`src/include/trace_params.svh`:
```
`ifndef TRACE_PARAMS_SVH
`define TRACE_PARAMS_SVH

////////////////////////////////////////////////////////////
// trace record widths
////////////////////////////////////////////////////////////

// sequence number width, wraps after 256 records
`define TRACE_SEQ_W 8

// free-running cycle stamp width
`define TRACE_CYCLE_W 16

////////////////////////////////////////////////////////////
// pipeline storage sizes
////////////////////////////////////////////////////////////

`define PIPE_NUM_REGS 8
`define PIPE_SCRATCH_DEPTH 16

`endif

```
`src/source/pipe_types_pkg.sv`:
```
`default_nettype none

`include "trace_params.svh"

package pipe_types_pkg;

    // instruction word
    // op in [15:12], rd in [11:9], [8] spare, imm in [7:0]
    typedef logic [15:0] insn_t;

    // register file and scratch data
    typedef logic [7:0] data_t;

    // register index
    typedef logic [$clog2(`PIPE_NUM_REGS)-1:0] reg_idx_t;

    // opcodes, anything else decodes as nop
    typedef enum logic [3:0] {
        OP_NOP  = 4'd0,
        OP_ADDI = 4'd1,
        OP_XORI = 4'd2,
        OP_LD   = 4'd3,
        OP_ST   = 4'd4
    } opcode_t;

endpackage

`default_nettype wire

```
`src/source/trace_types_pkg.sv`:
```
`default_nettype none

`include "trace_params.svh"

package trace_types_pkg;

    // per-instruction sequence number
    typedef logic [`TRACE_SEQ_W-1:0] seq_t;

    // cycle stamp
    typedef logic [`TRACE_CYCLE_W-1:0] cycle_t;

    // output handshake state
    // TR_REQ holds req high, TR_DROP waits for ack to fall
    typedef enum logic [1:0] {
        TR_IDLE,
        TR_REQ,
        TR_DROP
    } trace_hs_t;

endpackage

`default_nettype wire

```
`src/source/pipe_ctrl.sv`:
```
`timescale 1ns/100ps
`default_nettype none

`include "trace_params.svh"

module pipe_ctrl (
    input  logic                     clk,
    input  logic                     rst,
    input  logic                     fd_valid,
    input  pipe_types_pkg::insn_t    fd_insn,
    input  pipe_types_pkg::reg_idx_t ex_rd,
    input  pipe_types_pkg::reg_idx_t mem_rd,
    input  logic                     ex_writes,
    input  logic                     mem_writes,
    input  logic                     trace_busy,
    output logic                     fetch_take,
    output logic                     pipe_adv,
    output logic                     bubble,
    output logic                     dec_valid,
    output logic                     ex_valid,
    output logic                     mem_valid,
    output logic                     wb_valid
);
    import pipe_types_pkg::*;

    opcode_t  dec_op;
    reg_idx_t dec_src;
    logic     dec_reads;
    logic     hit_ex;
    logic     hit_mem;
    logic     retire_hold;
    logic     dec_leave;

    ////////////////////////////////////////////////////////////
    // interlock
    ////////////////////////////////////////////////////////////

    assign dec_op  = opcode_t'(fd_insn[15:12]);
    assign dec_src = fd_insn[11:9];

    // rd is also the source operand for these
    assign dec_reads = (dec_op inside {OP_ADDI, OP_XORI, OP_ST});

    // wb is covered by the write-first bypass in decode
    assign hit_ex  = ex_valid && ex_writes && (ex_rd == dec_src);
    assign hit_mem = mem_valid && mem_writes && (mem_rd == dec_src);
    assign bubble  = dec_valid && dec_reads && (hit_ex || hit_mem);

    ////////////////////////////////////////////////////////////
    // advance and back-pressure
    ////////////////////////////////////////////////////////////

    // retiring insn must wait for a free record slot
    assign retire_hold = wb_valid && trace_busy;
    assign pipe_adv    = (dec_valid || ex_valid || mem_valid || wb_valid) && !retire_hold;
    assign dec_leave   = dec_valid && pipe_adv && !bubble;

    // slot is free if empty or emptied this cycle
    assign fetch_take = !retire_hold && (!dec_valid || !bubble);

    always_ff @(posedge clk) begin
        if (rst) begin
            dec_valid <= 1'b0;
            ex_valid  <= 1'b0;
            mem_valid <= 1'b0;
            wb_valid  <= 1'b0;
        end else begin
            if (pipe_adv) begin
                // empty slot into execute on a hazard
                ex_valid  <= dec_valid && !bubble;
                mem_valid <= ex_valid;
                wb_valid  <= mem_valid;
            end
            if (fd_valid) begin
                dec_valid <= 1'b1;
            end else if (dec_leave) begin
                dec_valid <= 1'b0;
            end
        end
    end

endmodule

`default_nettype wire

```
`src/source/fetch_stage.sv`:
```
`timescale 1ns/100ps
`default_nettype none

`include "trace_params.svh"

module fetch_stage (
    input  logic                  clk,
    input  logic                  rst,
    input  logic                  in_req,
    input  pipe_types_pkg::insn_t in_insn,
    output logic                  in_ack,
    input  logic                  fetch_take,
    output logic                  fd_valid,
    output pipe_types_pkg::insn_t fd_insn
);

    // intake handshake states
    typedef enum logic {
        FS_IDLE,
        FS_ACK
    } fetch_state_t;

    fetch_state_t state;

    // latch only with req up, ack down and room in decode
    assign fd_valid = (state == FS_IDLE) && in_req && fetch_take;
    assign in_ack   = (state == FS_ACK);

    always_ff @(posedge clk) begin
        if (rst) begin
            state <= FS_IDLE;
        end else begin
            case (state)
                FS_IDLE: if (fd_valid) state <= FS_ACK;
                // ack falls once the source drops req
                FS_ACK:  if (!in_req) state <= FS_IDLE;
                default: state <= FS_IDLE;
            endcase
        end
    end

    // fetch/decode register
    always_ff @(posedge clk) begin
        if (fd_valid) begin
            fd_insn <= in_insn;
        end
    end

endmodule

`default_nettype wire

```
`src/source/pipe_datapath.sv`:
```
`timescale 1ns/100ps
`default_nettype none

`include "trace_params.svh"

module pipe_datapath (
    input  logic                     clk,
    input  logic                     rst,
    input  logic                     pipe_adv,
    input  logic                     bubble,
    input  logic                     dec_valid,
    input  pipe_types_pkg::insn_t    fd_insn,
    output pipe_types_pkg::reg_idx_t ex_rd,
    output pipe_types_pkg::reg_idx_t mem_rd,
    output logic                     ex_writes,
    output logic                     mem_writes,
    output pipe_types_pkg::data_t    wb_result,
    output pipe_types_pkg::insn_t    wb_insn
);
    import pipe_types_pkg::*;

    data_t    regs [`PIPE_NUM_REGS];
    data_t    scratch [`PIPE_SCRATCH_DEPTH];

    reg_idx_t dec_rd;
    data_t    dec_rd_val;
    insn_t    ex_insn;
    opcode_t  ex_op;
    data_t    ex_rd_val;
    data_t    alu_out;
    insn_t    mem_insn;
    opcode_t  mem_op;
    data_t    mem_val;
    data_t    mem_out;
    logic [$clog2(`PIPE_SCRATCH_DEPTH)-1:0] mem_addr;
    logic     wb_writes;

    ////////////////////////////////////////////////////////////
    // decode
    ////////////////////////////////////////////////////////////

    assign dec_rd = fd_insn[11:9];

    // write-first, wb value wins over the stored one
    assign dec_rd_val = (wb_writes && (wb_insn[11:9] == dec_rd)) ? wb_result : regs[dec_rd];

    ////////////////////////////////////////////////////////////
    // execute
    ////////////////////////////////////////////////////////////

    assign ex_op     = opcode_t'(ex_insn[15:12]);
    assign ex_rd     = ex_insn[11:9];
    assign ex_writes = (ex_op inside {OP_ADDI, OP_XORI, OP_LD});

    // st passes the store data, nop gives 0
    always_comb begin
        case (ex_op)
            OP_ADDI: alu_out = ex_rd_val + ex_insn[7:0];
            OP_XORI: alu_out = ex_rd_val ^ ex_insn[7:0];
            OP_ST:   alu_out = ex_rd_val;
            default: alu_out = '0;
        endcase
    end

    ////////////////////////////////////////////////////////////
    // memory and write-back
    ////////////////////////////////////////////////////////////

    assign mem_op     = opcode_t'(mem_insn[15:12]);
    assign mem_rd     = mem_insn[11:9];
    assign mem_writes = (mem_op inside {OP_ADDI, OP_XORI, OP_LD});
    assign mem_addr   = mem_insn[$clog2(`PIPE_SCRATCH_DEPTH)-1:0];
    assign mem_out    = (mem_op == OP_LD) ? scratch[mem_addr] : mem_val;

    assign wb_writes = (opcode_t'(wb_insn[15:12]) inside {OP_ADDI, OP_XORI, OP_LD});

    // slot words, empty slots travel as nop
    always_ff @(posedge clk) begin
        if (rst) begin
            ex_insn  <= '0;
            mem_insn <= '0;
            wb_insn  <= '0;
        end else if (pipe_adv) begin
            ex_insn  <= (dec_valid && !bubble) ? fd_insn : '0;
            mem_insn <= ex_insn;
            wb_insn  <= mem_insn;
        end
    end

    always_ff @(posedge clk) begin
        if (pipe_adv) begin
            ex_rd_val <= dec_rd_val;
            mem_val   <= alu_out;
            wb_result <= mem_out;
        end
    end

    // state commits when its slot moves on, so a held slot writes once
    always_ff @(posedge clk) begin
        if (rst) begin
            regs <= '{default: '0};
        end else if (pipe_adv && wb_writes) begin
            regs[wb_insn[11:9]] <= wb_result;
        end
    end

    always_ff @(posedge clk) begin
        if (rst) begin
            scratch <= '{default: '0};
        end else if (pipe_adv && (mem_op == OP_ST)) begin
            scratch[mem_addr] <= mem_val;
        end
    end

endmodule

`default_nettype wire

```
`src/source/trace_unit.sv`:
```
`timescale 1ns/100ps
`default_nettype none

`include "trace_params.svh"

module trace_unit (
    input  logic                    clk,
    input  logic                    rst,
    input  logic                    pipe_adv,
    input  logic                    bubble,
    input  logic                    dec_valid,
    input  logic                    wb_valid,
    input  pipe_types_pkg::data_t   wb_result,
    input  pipe_types_pkg::insn_t   wb_insn,
    output logic                    trace_busy,
    output logic                    trace_req,
    input  logic                    trace_ack,
    output trace_types_pkg::seq_t   trace_seq,
    output pipe_types_pkg::insn_t   trace_insn,
    output pipe_types_pkg::data_t   trace_result,
    output trace_types_pkg::cycle_t trace_fetch_cycle,
    output trace_types_pkg::cycle_t trace_retire_cycle
);
    import trace_types_pkg::*;

    cycle_t    cycle_cnt;
    seq_t      next_seq;
    logic      dec_tagged;
    logic      dec_leave;
    logic      retire;
    seq_t      dec_seq_q;
    seq_t      dec_seq;
    cycle_t    dec_stamp_q;
    cycle_t    dec_stamp;
    seq_t      ex_seq;
    seq_t      mem_seq;
    seq_t      wb_seq;
    cycle_t    ex_stamp;
    cycle_t    mem_stamp;
    cycle_t    wb_stamp;
    trace_hs_t hs_state;

    ////////////////////////////////////////////////////////////
    // decode tagging
    ////////////////////////////////////////////////////////////

    assign dec_leave = dec_valid && pipe_adv && !bubble;

    // untagged means first cycle in decode, fetch was one cycle back
    assign dec_seq   = dec_tagged ? dec_seq_q : next_seq;
    assign dec_stamp = dec_tagged ? dec_stamp_q : cycle_cnt - cycle_t'(1);

    always_ff @(posedge clk) begin
        if (rst) begin
            cycle_cnt  <= '0;
            next_seq   <= '0;
            dec_tagged <= 1'b0;
        end else begin
            cycle_cnt  <= cycle_cnt + cycle_t'(1);
            // still in decode next cycle
            dec_tagged <= dec_valid && !dec_leave;
            if (dec_valid && !dec_tagged) begin
                next_seq <= next_seq + seq_t'(1);
            end
        end
    end

    always_ff @(posedge clk) begin
        if (dec_valid && !dec_tagged) begin
            dec_seq_q   <= dec_seq;
            dec_stamp_q <= dec_stamp;
        end
    end

    // tags ride along with the slots
    always_ff @(posedge clk) begin
        if (pipe_adv) begin
            ex_seq    <= dec_leave ? dec_seq : '0;
            ex_stamp  <= dec_leave ? dec_stamp : '0;
            mem_seq   <= ex_seq;
            mem_stamp <= ex_stamp;
            wb_seq    <= mem_seq;
            wb_stamp  <= mem_stamp;
        end
    end

    ////////////////////////////////////////////////////////////
    // record output
    ////////////////////////////////////////////////////////////

    // pipe_adv is held off while busy, so this only fires when idle
    assign retire     = wb_valid && pipe_adv;
    assign trace_req  = (hs_state == TR_REQ);
    assign trace_busy = (hs_state != TR_IDLE);

    always_ff @(posedge clk) begin
        if (rst) begin
            hs_state <= TR_IDLE;
        end else begin
            case (hs_state)
                TR_IDLE: if (retire) hs_state <= TR_REQ;
                TR_REQ:  if (trace_ack) hs_state <= TR_DROP;
                TR_DROP: if (!trace_ack) hs_state <= TR_IDLE;
                default: hs_state <= TR_IDLE;
            endcase
        end
    end

    // record stays put until the next retire
    always_ff @(posedge clk) begin
        if (retire) begin
            trace_seq          <= wb_seq;
            trace_insn         <= wb_insn;
            trace_result       <= wb_result;
            trace_fetch_cycle  <= wb_stamp;
            trace_retire_cycle <= cycle_cnt;
        end
    end

endmodule

`default_nettype wire

```
`src/source/trace_pipe_top.sv`:
```
`timescale 1ns/100ps
`default_nettype none

`include "trace_params.svh"

module trace_pipe_top (
    input  logic                    clk,
    input  logic                    rst,
    input  logic                    in_req,
    input  pipe_types_pkg::insn_t   in_insn,
    output logic                    in_ack,
    output logic                    trace_req,
    input  logic                    trace_ack,
    output trace_types_pkg::seq_t   trace_seq,
    output pipe_types_pkg::insn_t   trace_insn,
    output pipe_types_pkg::data_t   trace_result,
    output trace_types_pkg::cycle_t trace_fetch_cycle,
    output trace_types_pkg::cycle_t trace_retire_cycle
);
    import pipe_types_pkg::*;

    // fetch to decode
    logic     fd_valid;
    insn_t    fd_insn;
    logic     fetch_take;

    // control
    logic     pipe_adv;
    logic     bubble;
    logic     dec_valid;
    logic     ex_valid;
    logic     mem_valid;
    logic     wb_valid;
    logic     trace_busy;

    // hazard and retire info from the datapath
    reg_idx_t ex_rd;
    reg_idx_t mem_rd;
    logic     ex_writes;
    logic     mem_writes;
    data_t    wb_result;
    insn_t    wb_insn;

    fetch_stage u_fetch (
        .clk, .rst,
        .in_req, .in_insn, .in_ack,
        .fetch_take, .fd_valid, .fd_insn
    );

    pipe_ctrl u_ctrl (
        .clk, .rst,
        .fd_valid, .fd_insn,
        .ex_rd, .mem_rd, .ex_writes, .mem_writes, .trace_busy,
        .fetch_take, .pipe_adv, .bubble,
        .dec_valid, .ex_valid, .mem_valid, .wb_valid
    );

    pipe_datapath u_dp (
        .clk, .rst,
        .pipe_adv, .bubble, .dec_valid, .fd_insn,
        .ex_rd, .mem_rd, .ex_writes, .mem_writes,
        .wb_result, .wb_insn
    );

    trace_unit u_trace (
        .clk, .rst,
        .pipe_adv, .bubble, .dec_valid, .wb_valid,
        .wb_result, .wb_insn,
        .trace_busy, .trace_req, .trace_ack,
        .trace_seq, .trace_insn, .trace_result,
        .trace_fetch_cycle, .trace_retire_cycle
    );

endmodule

`default_nettype wire

```
`config.mk`:
```
export PLATFORM = sky130hd
export DESIGN_NAME = trace_pipe_top
export DESIGN_NICKNAME = d
export VERILOG_FILES = /design/src/source/pipe_types_pkg.sv /design/src/source/trace_types_pkg.sv /design/src/source/pipe_ctrl.sv /design/src/source/fetch_stage.sv /design/src/source/pipe_datapath.sv /design/src/source/trace_unit.sv /design/src/source/trace_pipe_top.sv
export VERILOG_INCLUDE_DIRS = /design/src /design/src/include
export SDC_FILE = /design/constraint.sdc
export NUM_CORES = 1
export LEC_CHECK = 0
export ABC_AREA = 1
export ABC_CLOCK_PERIOD_IN_PS = 5150
export BUFFER_PORTS_ARGS = -buffer_cell sky130_fd_sc_hd__buf_2
export CAP_MARGIN = 5
export CORE_ASPECT_RATIO = 0.7
export CORE_MARGIN = 1.5
export CORE_UTILIZATION = 61
export CTS_CLUSTER_DIAMETER = 40
export DETAILED_ROUTE_END_ITERATION = 6
export GPL_ROUTABILITY_DRIVEN = 0
export PLACE_DENSITY = 0.78
export SYNTH_ARGS = -nofsm -noshare
export SYNTH_HDL_FRONTEND = slang
export SYNTH_SLANG_ARGS = --single-unit
```
`constraint.sdc`:
```
create_clock -name clk -period 5.15 [get_ports clk]
set_input_delay 1.545 -clock clk [delete_from_list [all_inputs] [get_ports clk]]
set_output_delay 1.545 -clock clk [all_outputs]
set_load 0.005 [all_outputs]
```
==> results of run 1 <==
==> cells by family (layout without fill, tap and decap cells) <==
family	Yosys count	in the layout
buf+inv	226	302
other cells	0	1
simple gates	973	973
flops	472	472
xor+xnor	13	13
compound gates	425	425
fa+ha+maj	11	11
==> cell usage after synthesis, types with 18 or more instances <==
master / count / area [µm²]
inv_1: 111 / 416.7
buf_2: 18 / 90.09
nand3_1: 149 / 745.7
edfxtp_1: 200 / 6006
nand4_1: 18 / 112.6
dfxtp_1: 272 / 5445
nor2_1: 352 / 1321
o21ai_0: 186 / 930.9
a22oi_1: 49 / 367.9
clkbuf_1: 77 / 289.0
nand2_1: 390 / 1464
a21oi_1: 155 / 775.7
==> cells in the final DEF (no fill, tap or decap), drive strengths merged, types with 7 or more instances in the layout <==
master,count
o221ai,7
clkinv,12
nand4,18
nor2,369
a22oi,49
nor3,19
nand3,149
o21ai,186
buf,96
o22ai,11
xnor2,7
ha,10
a21oi,155
edfxtp,200
or2,12
inv,126
dfxtp,272
nand2,396
clkbuf,61
==> sequential cells by signal, summed over array words and instances, names as in the netlist, 16 cells and up <==
register / cells
u_dp.mem_insn: 16
u_trace.ex_stamp: 16
u_dp.wb_insn: 16
u_trace.trace_fetch_cycle: 16
u_trace.mem_stamp: 16
u_trace.cycle_cnt: 16
u_trace.wb_stamp: 16
u_fetch.fd_insn: 16
u_dp.ex_insn: 16
u_trace.dec_stamp_q: 16
u_trace.trace_retire_cycle: 16
u_dp.regs: 64
u_dp.scratch: 128
u_trace.trace_insn: 16
==> metal layers <==
| layer | part of all wire (%) | global-route usage [%] | up-vias |
|---|---|---|---|
| met4 | 2.4 | 9.149 | 2 |
| met3 | 9.4 | 6.040 | 92 |
| met1 | 44 | 41.40 | 7154 |
| met5 | 0.028 | 0 | - |
| met2 | 45 | 45.83 | 737 |
| li1 | - | - | 7240 |
==> cell type report <==
| type | count | share of cell area [%] |
|---|---|---|
| Timing Repair Buffer | 96 | 2.530 |
| Clock inverter | 21 | 0.9519 |
| Tap cell | 412 | 2.436 |
| Multi-Input combinational cell | 1422 | 31.60 |
| Inverter | 124 | 2.229 |
| Clock buffer | 61 | 6.137 |
| Sequential cell | 472 | 54.11 |
| Antenna cell | 1 | 0.01182 |
==> power groups by stage <==
stage               Clock [mW]  Combinational, mW  Sequential (mW)
finish                    3.35               1.02             4.77
global route              3.53               1.14             4.80
CTS                       3.38               1.00             4.75
detailed placement           0              0.994             4.83
global placement             0              0.960             4.81
floorplan                    0              0.764             4.65
==> final timing paths <==
path,startpoint,endpoint,slack (ns),depth (start not counted)
worst max register to register,u_fetch.fd_insn[9],u_fetch.fd_insn[6],1.84,9
worst min-delay path,u_trace.ex_seq[1],u_trace.mem_seq[1],0.41,0
worst min register to register,u_trace.ex_seq[1],u_trace.mem_seq[1],0.41,0
worst max-delay path,u_fetch.fd_insn[9],u_fetch.fd_insn[6],1.84,9
==> per-stage QoR <==
stage | total power, mW | cells | worst slack (ns) | hold WS [ns]
2_1_floorplan | 5.410 | 2120 | 1.007 | 0.4003
3_3_place_gp | 5.773 | 2526 | 1.926 | 0.4035
3_5_place_dp | 5.822 | 2526 | 1.856 | 0.4045
4_1_cts | 9.141 | 2608 | 1.869 | 0.4173
5_1_grt | 9.462 | 2609 | 1.618 | 0.4207
6_report | 9.134 | 2609 | 1.840 | 0.4145
==> out/qor.yml, run 1 <==
port_buffers: 85
cts_tree: "built"
worstSkewPairLatency_ns: 0.56
gr-total-overflow: 0
synth_xor_area_share_pct: 0.5990
grt_start_max_net_pins: 112
p_comb_share_pct: 11.2
dp_hpwl_mm: 29.79
synth.mux.area_fraction_pct: 0
ios: 86
p_leak_nw: 8.080
path_cells: "buf_4, clkinv_1, nor2_1, nor2_1, nand3_1, nand2_1, nand2_2, nand2_1, inv_1"
synthToLayoutAreaGrowth_pct: 11.34
crit_type: "register to register"
internal_power_mw: 6.605
cts_resized: 0
grt_pass1_wl_mm: 75.24
finalWirelength_mm: 46.86
power_density_mw_per_mm2: 431.6
num_vias: 15225
drtAntennaViolNets: 0
cts_hold_buf: 0
fmax_ghz: 0.3021
fp.dieH_um: 150.7
grt_pass1_vias: 14253
drcViolationCount: 0
slowest_stage: "clkinv_1"
synth_ff_type: "dfxtp_1"
period_share_pct: 64.27
root_buffer: "clkbuf_16"
rsz0062_at_grt: "false"
clkTransAtPathRegs_ns: 0.07
max_stage_delay_ns: 0.81
crit_required_ns: 5.34
cp-start-kind: "register"
vias_per_cell: 5.836
nNetsFinal: 2192
synth_compound_area_share_pct: 12.24
grt_usage_pct: 29.34
ys_seq_elements: 472
ff_latch_area_mm2: 0.01145
end_kind: "register"
fin_setup_tns_ns: 0
wl_per_cell_um: 17.96
post_cts_buffers: 0
hp-class: "register to register"
tightest_slew_ns: 1.280
die_area_mm2: 0.03224
fin_util_pct: 69.83
clkPwrFrac_pct: 36.6
status: "complete, no violations"
syn-num-nets: 2151
p_switching_mw: 2.529
drive_above_1_share_pct: 10.20
synth.distinct_cells: 44
dieWidth_um: 214.0
ir_drop_uv: 338.2
clockBufferDepth: 3
syn_inst: 2120
synth_simple_gate_area_share_pct: 21.49
antenna_found_initial: 2
clock_skew_ns: 0.01772
synth.yosys.seq_area_share_pct: 60.25
syn-cell-area_mm2: 0.01901
drt_iter0_markers: 1718
ys_warn_count: 0
maxSlewViolCount: 0
maxCapViolCount: 0
firstDrtPassIters: 6
design_area_mm2: 0.02116
hold_violations: 0
synth_enable_flop_cells: 200
clkSinkCount: 472
avgSynthCellArea_um2: 8.966
switching_share_pct: 27.69
synth_top_family_by_area: "simple AND/OR/NAND/NOR gates"
relSlewSlack_pct: 14.57
critical-path-top-delay-family: "buffers and inverters"
path_max_fanout: 36
finalSetupViolCount: 0
placementRows: 53
initial_core_util_pct: 62.72
htree_levels: 2
dpl_cell_area_mm2: 0.01965
period_minus_slack_ns: 3.310
arrival_ns: 3.50
n_fill_cell: 2277
multi_input_area_mm2: 0.006686
coreArea_mm2: 0.03031
async_flop_share_pct: 0
path_buf_inv: 3
cts_buffers: 45
pwr-share-seq_pct: 52.2
synthAdderAreaFrac_pct: 0.7636
(Power assumes the default switching activity.)
==> run 2, diff against run 1 <==
Settings changed: ABC_CLOCK_PERIOD_IN_PS 5150 to 2800, CORE_UTILIZATION 61 to 55, PLACE_DENSITY 0.78 to 0.74.
Clock period 5.15 ns to 2.8 ns, I/O delays scaled along.
==> out/qor.yml, run 2 (same netlist as run 1, synthesis figures left out) <==
hold_violations: 0
root_buffer: "clkbuf_16"
p_comb_share_pct: 11.5
drt_iter0_markers: 1621
power_mw: 16.78
end_kind: "register"
vias_per_cell: 5.688
n_fill_cell: 2762
die_area_mm2: 0.03570
num_vias: 15294
status: "complete, no violations"
ff_latch_area_mm2: 0.01145
dieWidth_um: 225.2
gr-total-overflow: 0
clockBufferDepth: 3
cts_resized: 0
p_leak_nw: 8.186
clock_skew_ns: 0.01835
multi_input_area_mm2: 0.006680
wl_per_cell_um: 17.76
ios: 86
grt_pass1_wl_mm: 75.23
grt_usage_pct: 26.92
clkSinkCount: 472
largest_reg_flops: 128
port_buffers: 85
dp_hpwl_mm: 31.24
fin_setup_tns_ns: 0
grt_start_max_net_pins: 124
drtAntennaViolNets: 0
htree_levels: 2
finalSetupViolCount: 0
period_minus_slack_ns: 2.297
crit_required_ns: 3.24
pwr-share-seq_pct: 52.4
grt_pass1_vias: 13950
fp.dieH_um: 158.5
worstSkewPairLatency_ns: 0.58
cts_hold_buf: 0
clkPwrFrac_pct: 36.1
final_common_cell: "nand2_1"
reg.largest.list: "u_dp.scratch: 128 flops, u_dp.regs: 64 flops"
mostFrequentLayoutCells: "nand2_1, nor2_1, dfxtp_1"
fmax_ghz: 0.4354
cp-start-kind: "register"
power_density_mw_per_mm2: 783.5
clkTransAtPathRegs_ns: 0.06
path_max_fanout: 47
arrival_ns: 2.73
finalWirelength_mm: 47.76
drcViolationCount: 0
firstDrtPassIters: 5
relSlewSlack_pct: 39.81
nNetsFinal: 2215
antenna_found_initial: 6
drive_above_1_share_pct: 10.98
ir_drop_uv: 539.5
tightest_slew_ns: 0.9028
post_cts_buffers: 0
coreArea_mm2: 0.03377
cts_tree: "built"
placementRows: 56
crit_type: "register to register"
p_switching_mw: 4.803
period_share_pct: 82.02
top_register: "u_dp.scratch"
cts_buffers: 46
maxSlewViolCount: 0
synthToLayoutAreaGrowth_pct: 12.68
initial_core_util_pct: 56.28
hp-class: "register to register"
internal_power_mw: 11.98
maxCapViolCount: 0
switching_share_pct: 28.62
rsz0062_at_grt: "false"
[run 2: changes by cell type in the layout (fill, tap and decap cells not counted), moves of 2 or more]
cell,delta
clkbuf_1,+3
diode_2,+2
clkinv_1,+2
clkinv_4,+2
buf_12,+4
clkbuf_8,-5
buf_4,+18
inv_6,-3
inv_8,+2
clkinvlp_2,+2
inv_16,+2
[run 2: power groups by stage]
stage | Combinational (mW) | Sequential (mW) | Clock [mW]
after floorplan | 1.41 | 8.52 | 0
after global routing | 2.15 | 8.84 | 6.41
after global placement | 1.84 | 8.88 | 0
after CTS | 1.92 | 8.76 | 6.14
after detailed placement | 1.90 | 8.90 | 0
final | 1.93 | 8.79 | 6.06
[run 2: path summary, 6_finish.rpt]
| check | endpoint | depth (start not counted) | slack [ns] | startpoint |
|---|---|---|---|---|
| setup / recovery | u_dp.scratch[58] | 11 | 0.50 | u_trace.hs_state[0] |
| setup reg to reg | u_dp.scratch[58] | 11 | 0.50 | u_trace.hs_state[0] |
| hold reg to reg | u_trace.wb_stamp[1] | 0 | 0.42 | u_trace.mem_stamp[1] |
| hold / removal | u_trace.wb_stamp[1] | 0 | 0.42 | u_trace.mem_stamp[1] |
[run 2: critical path, stage by stage, from the launching register on]
cell and delay [ns]:
dfxtp_1 0.32, inv_2 0.06, nand2_1 0.11, nand2_1 0.13, nand2_2 0.30, inv_4 0.18, nand2_4 0.11, inv_4 0.22
buf_12 0.25, nand2_1 0.22, nand2_1 0.13, a21oi_1 0.07
[run 2: per-stage QoR]
stage / std cells / hold WS, ns / instance area, µm² / worst slack, ns / utilization [%]
2_1_floorplan: 2120 / 0.4003 / 19020 / 0.05011 / -
3_3_place_gp: 2600 / 0.4028 / 19930 / 0.6184 / 59.02
3_5_place_dp: 2600 / 0.4045 / 19930 / 0.5284 / 59.02
4_1_cts: 2686 / 0.4195 / 21410 / 0.5144 / 63.39
5_1_grt: 2687 / 0.4216 / 21410 / 0.2402 / 63.40
6_report: 2689 / 0.4163 / 21420 / 0.5033 / 63.42
[run 2: metal layers]
layer / global-route usage (%) / routed length (µm) / part of all wire (%) / up-vias
met1: 39.98 / 21550 / 45 / 7168
met4: 7.894 / 1051 / 2.2 / 6
met3: 6.256 / 4911 / 10 / 95
li1: - / - / - / 7296
met2: 39.12 / 20210 / 42 / 729
met5: 0 / 45 / 0.094 / -
[run 2: layout make-up]
class | instances | area share (%)
antenna | 3 | 0.03505
clock inverter | 28 | 1.209
timing repair buffer | 118 | 3.505
inverter | 124 | 2.202
sequential | 472 | 53.47
clock buffer | 58 | 5.679
tap | 464 | 2.711
multi-input combinational | 1422 | 31.19
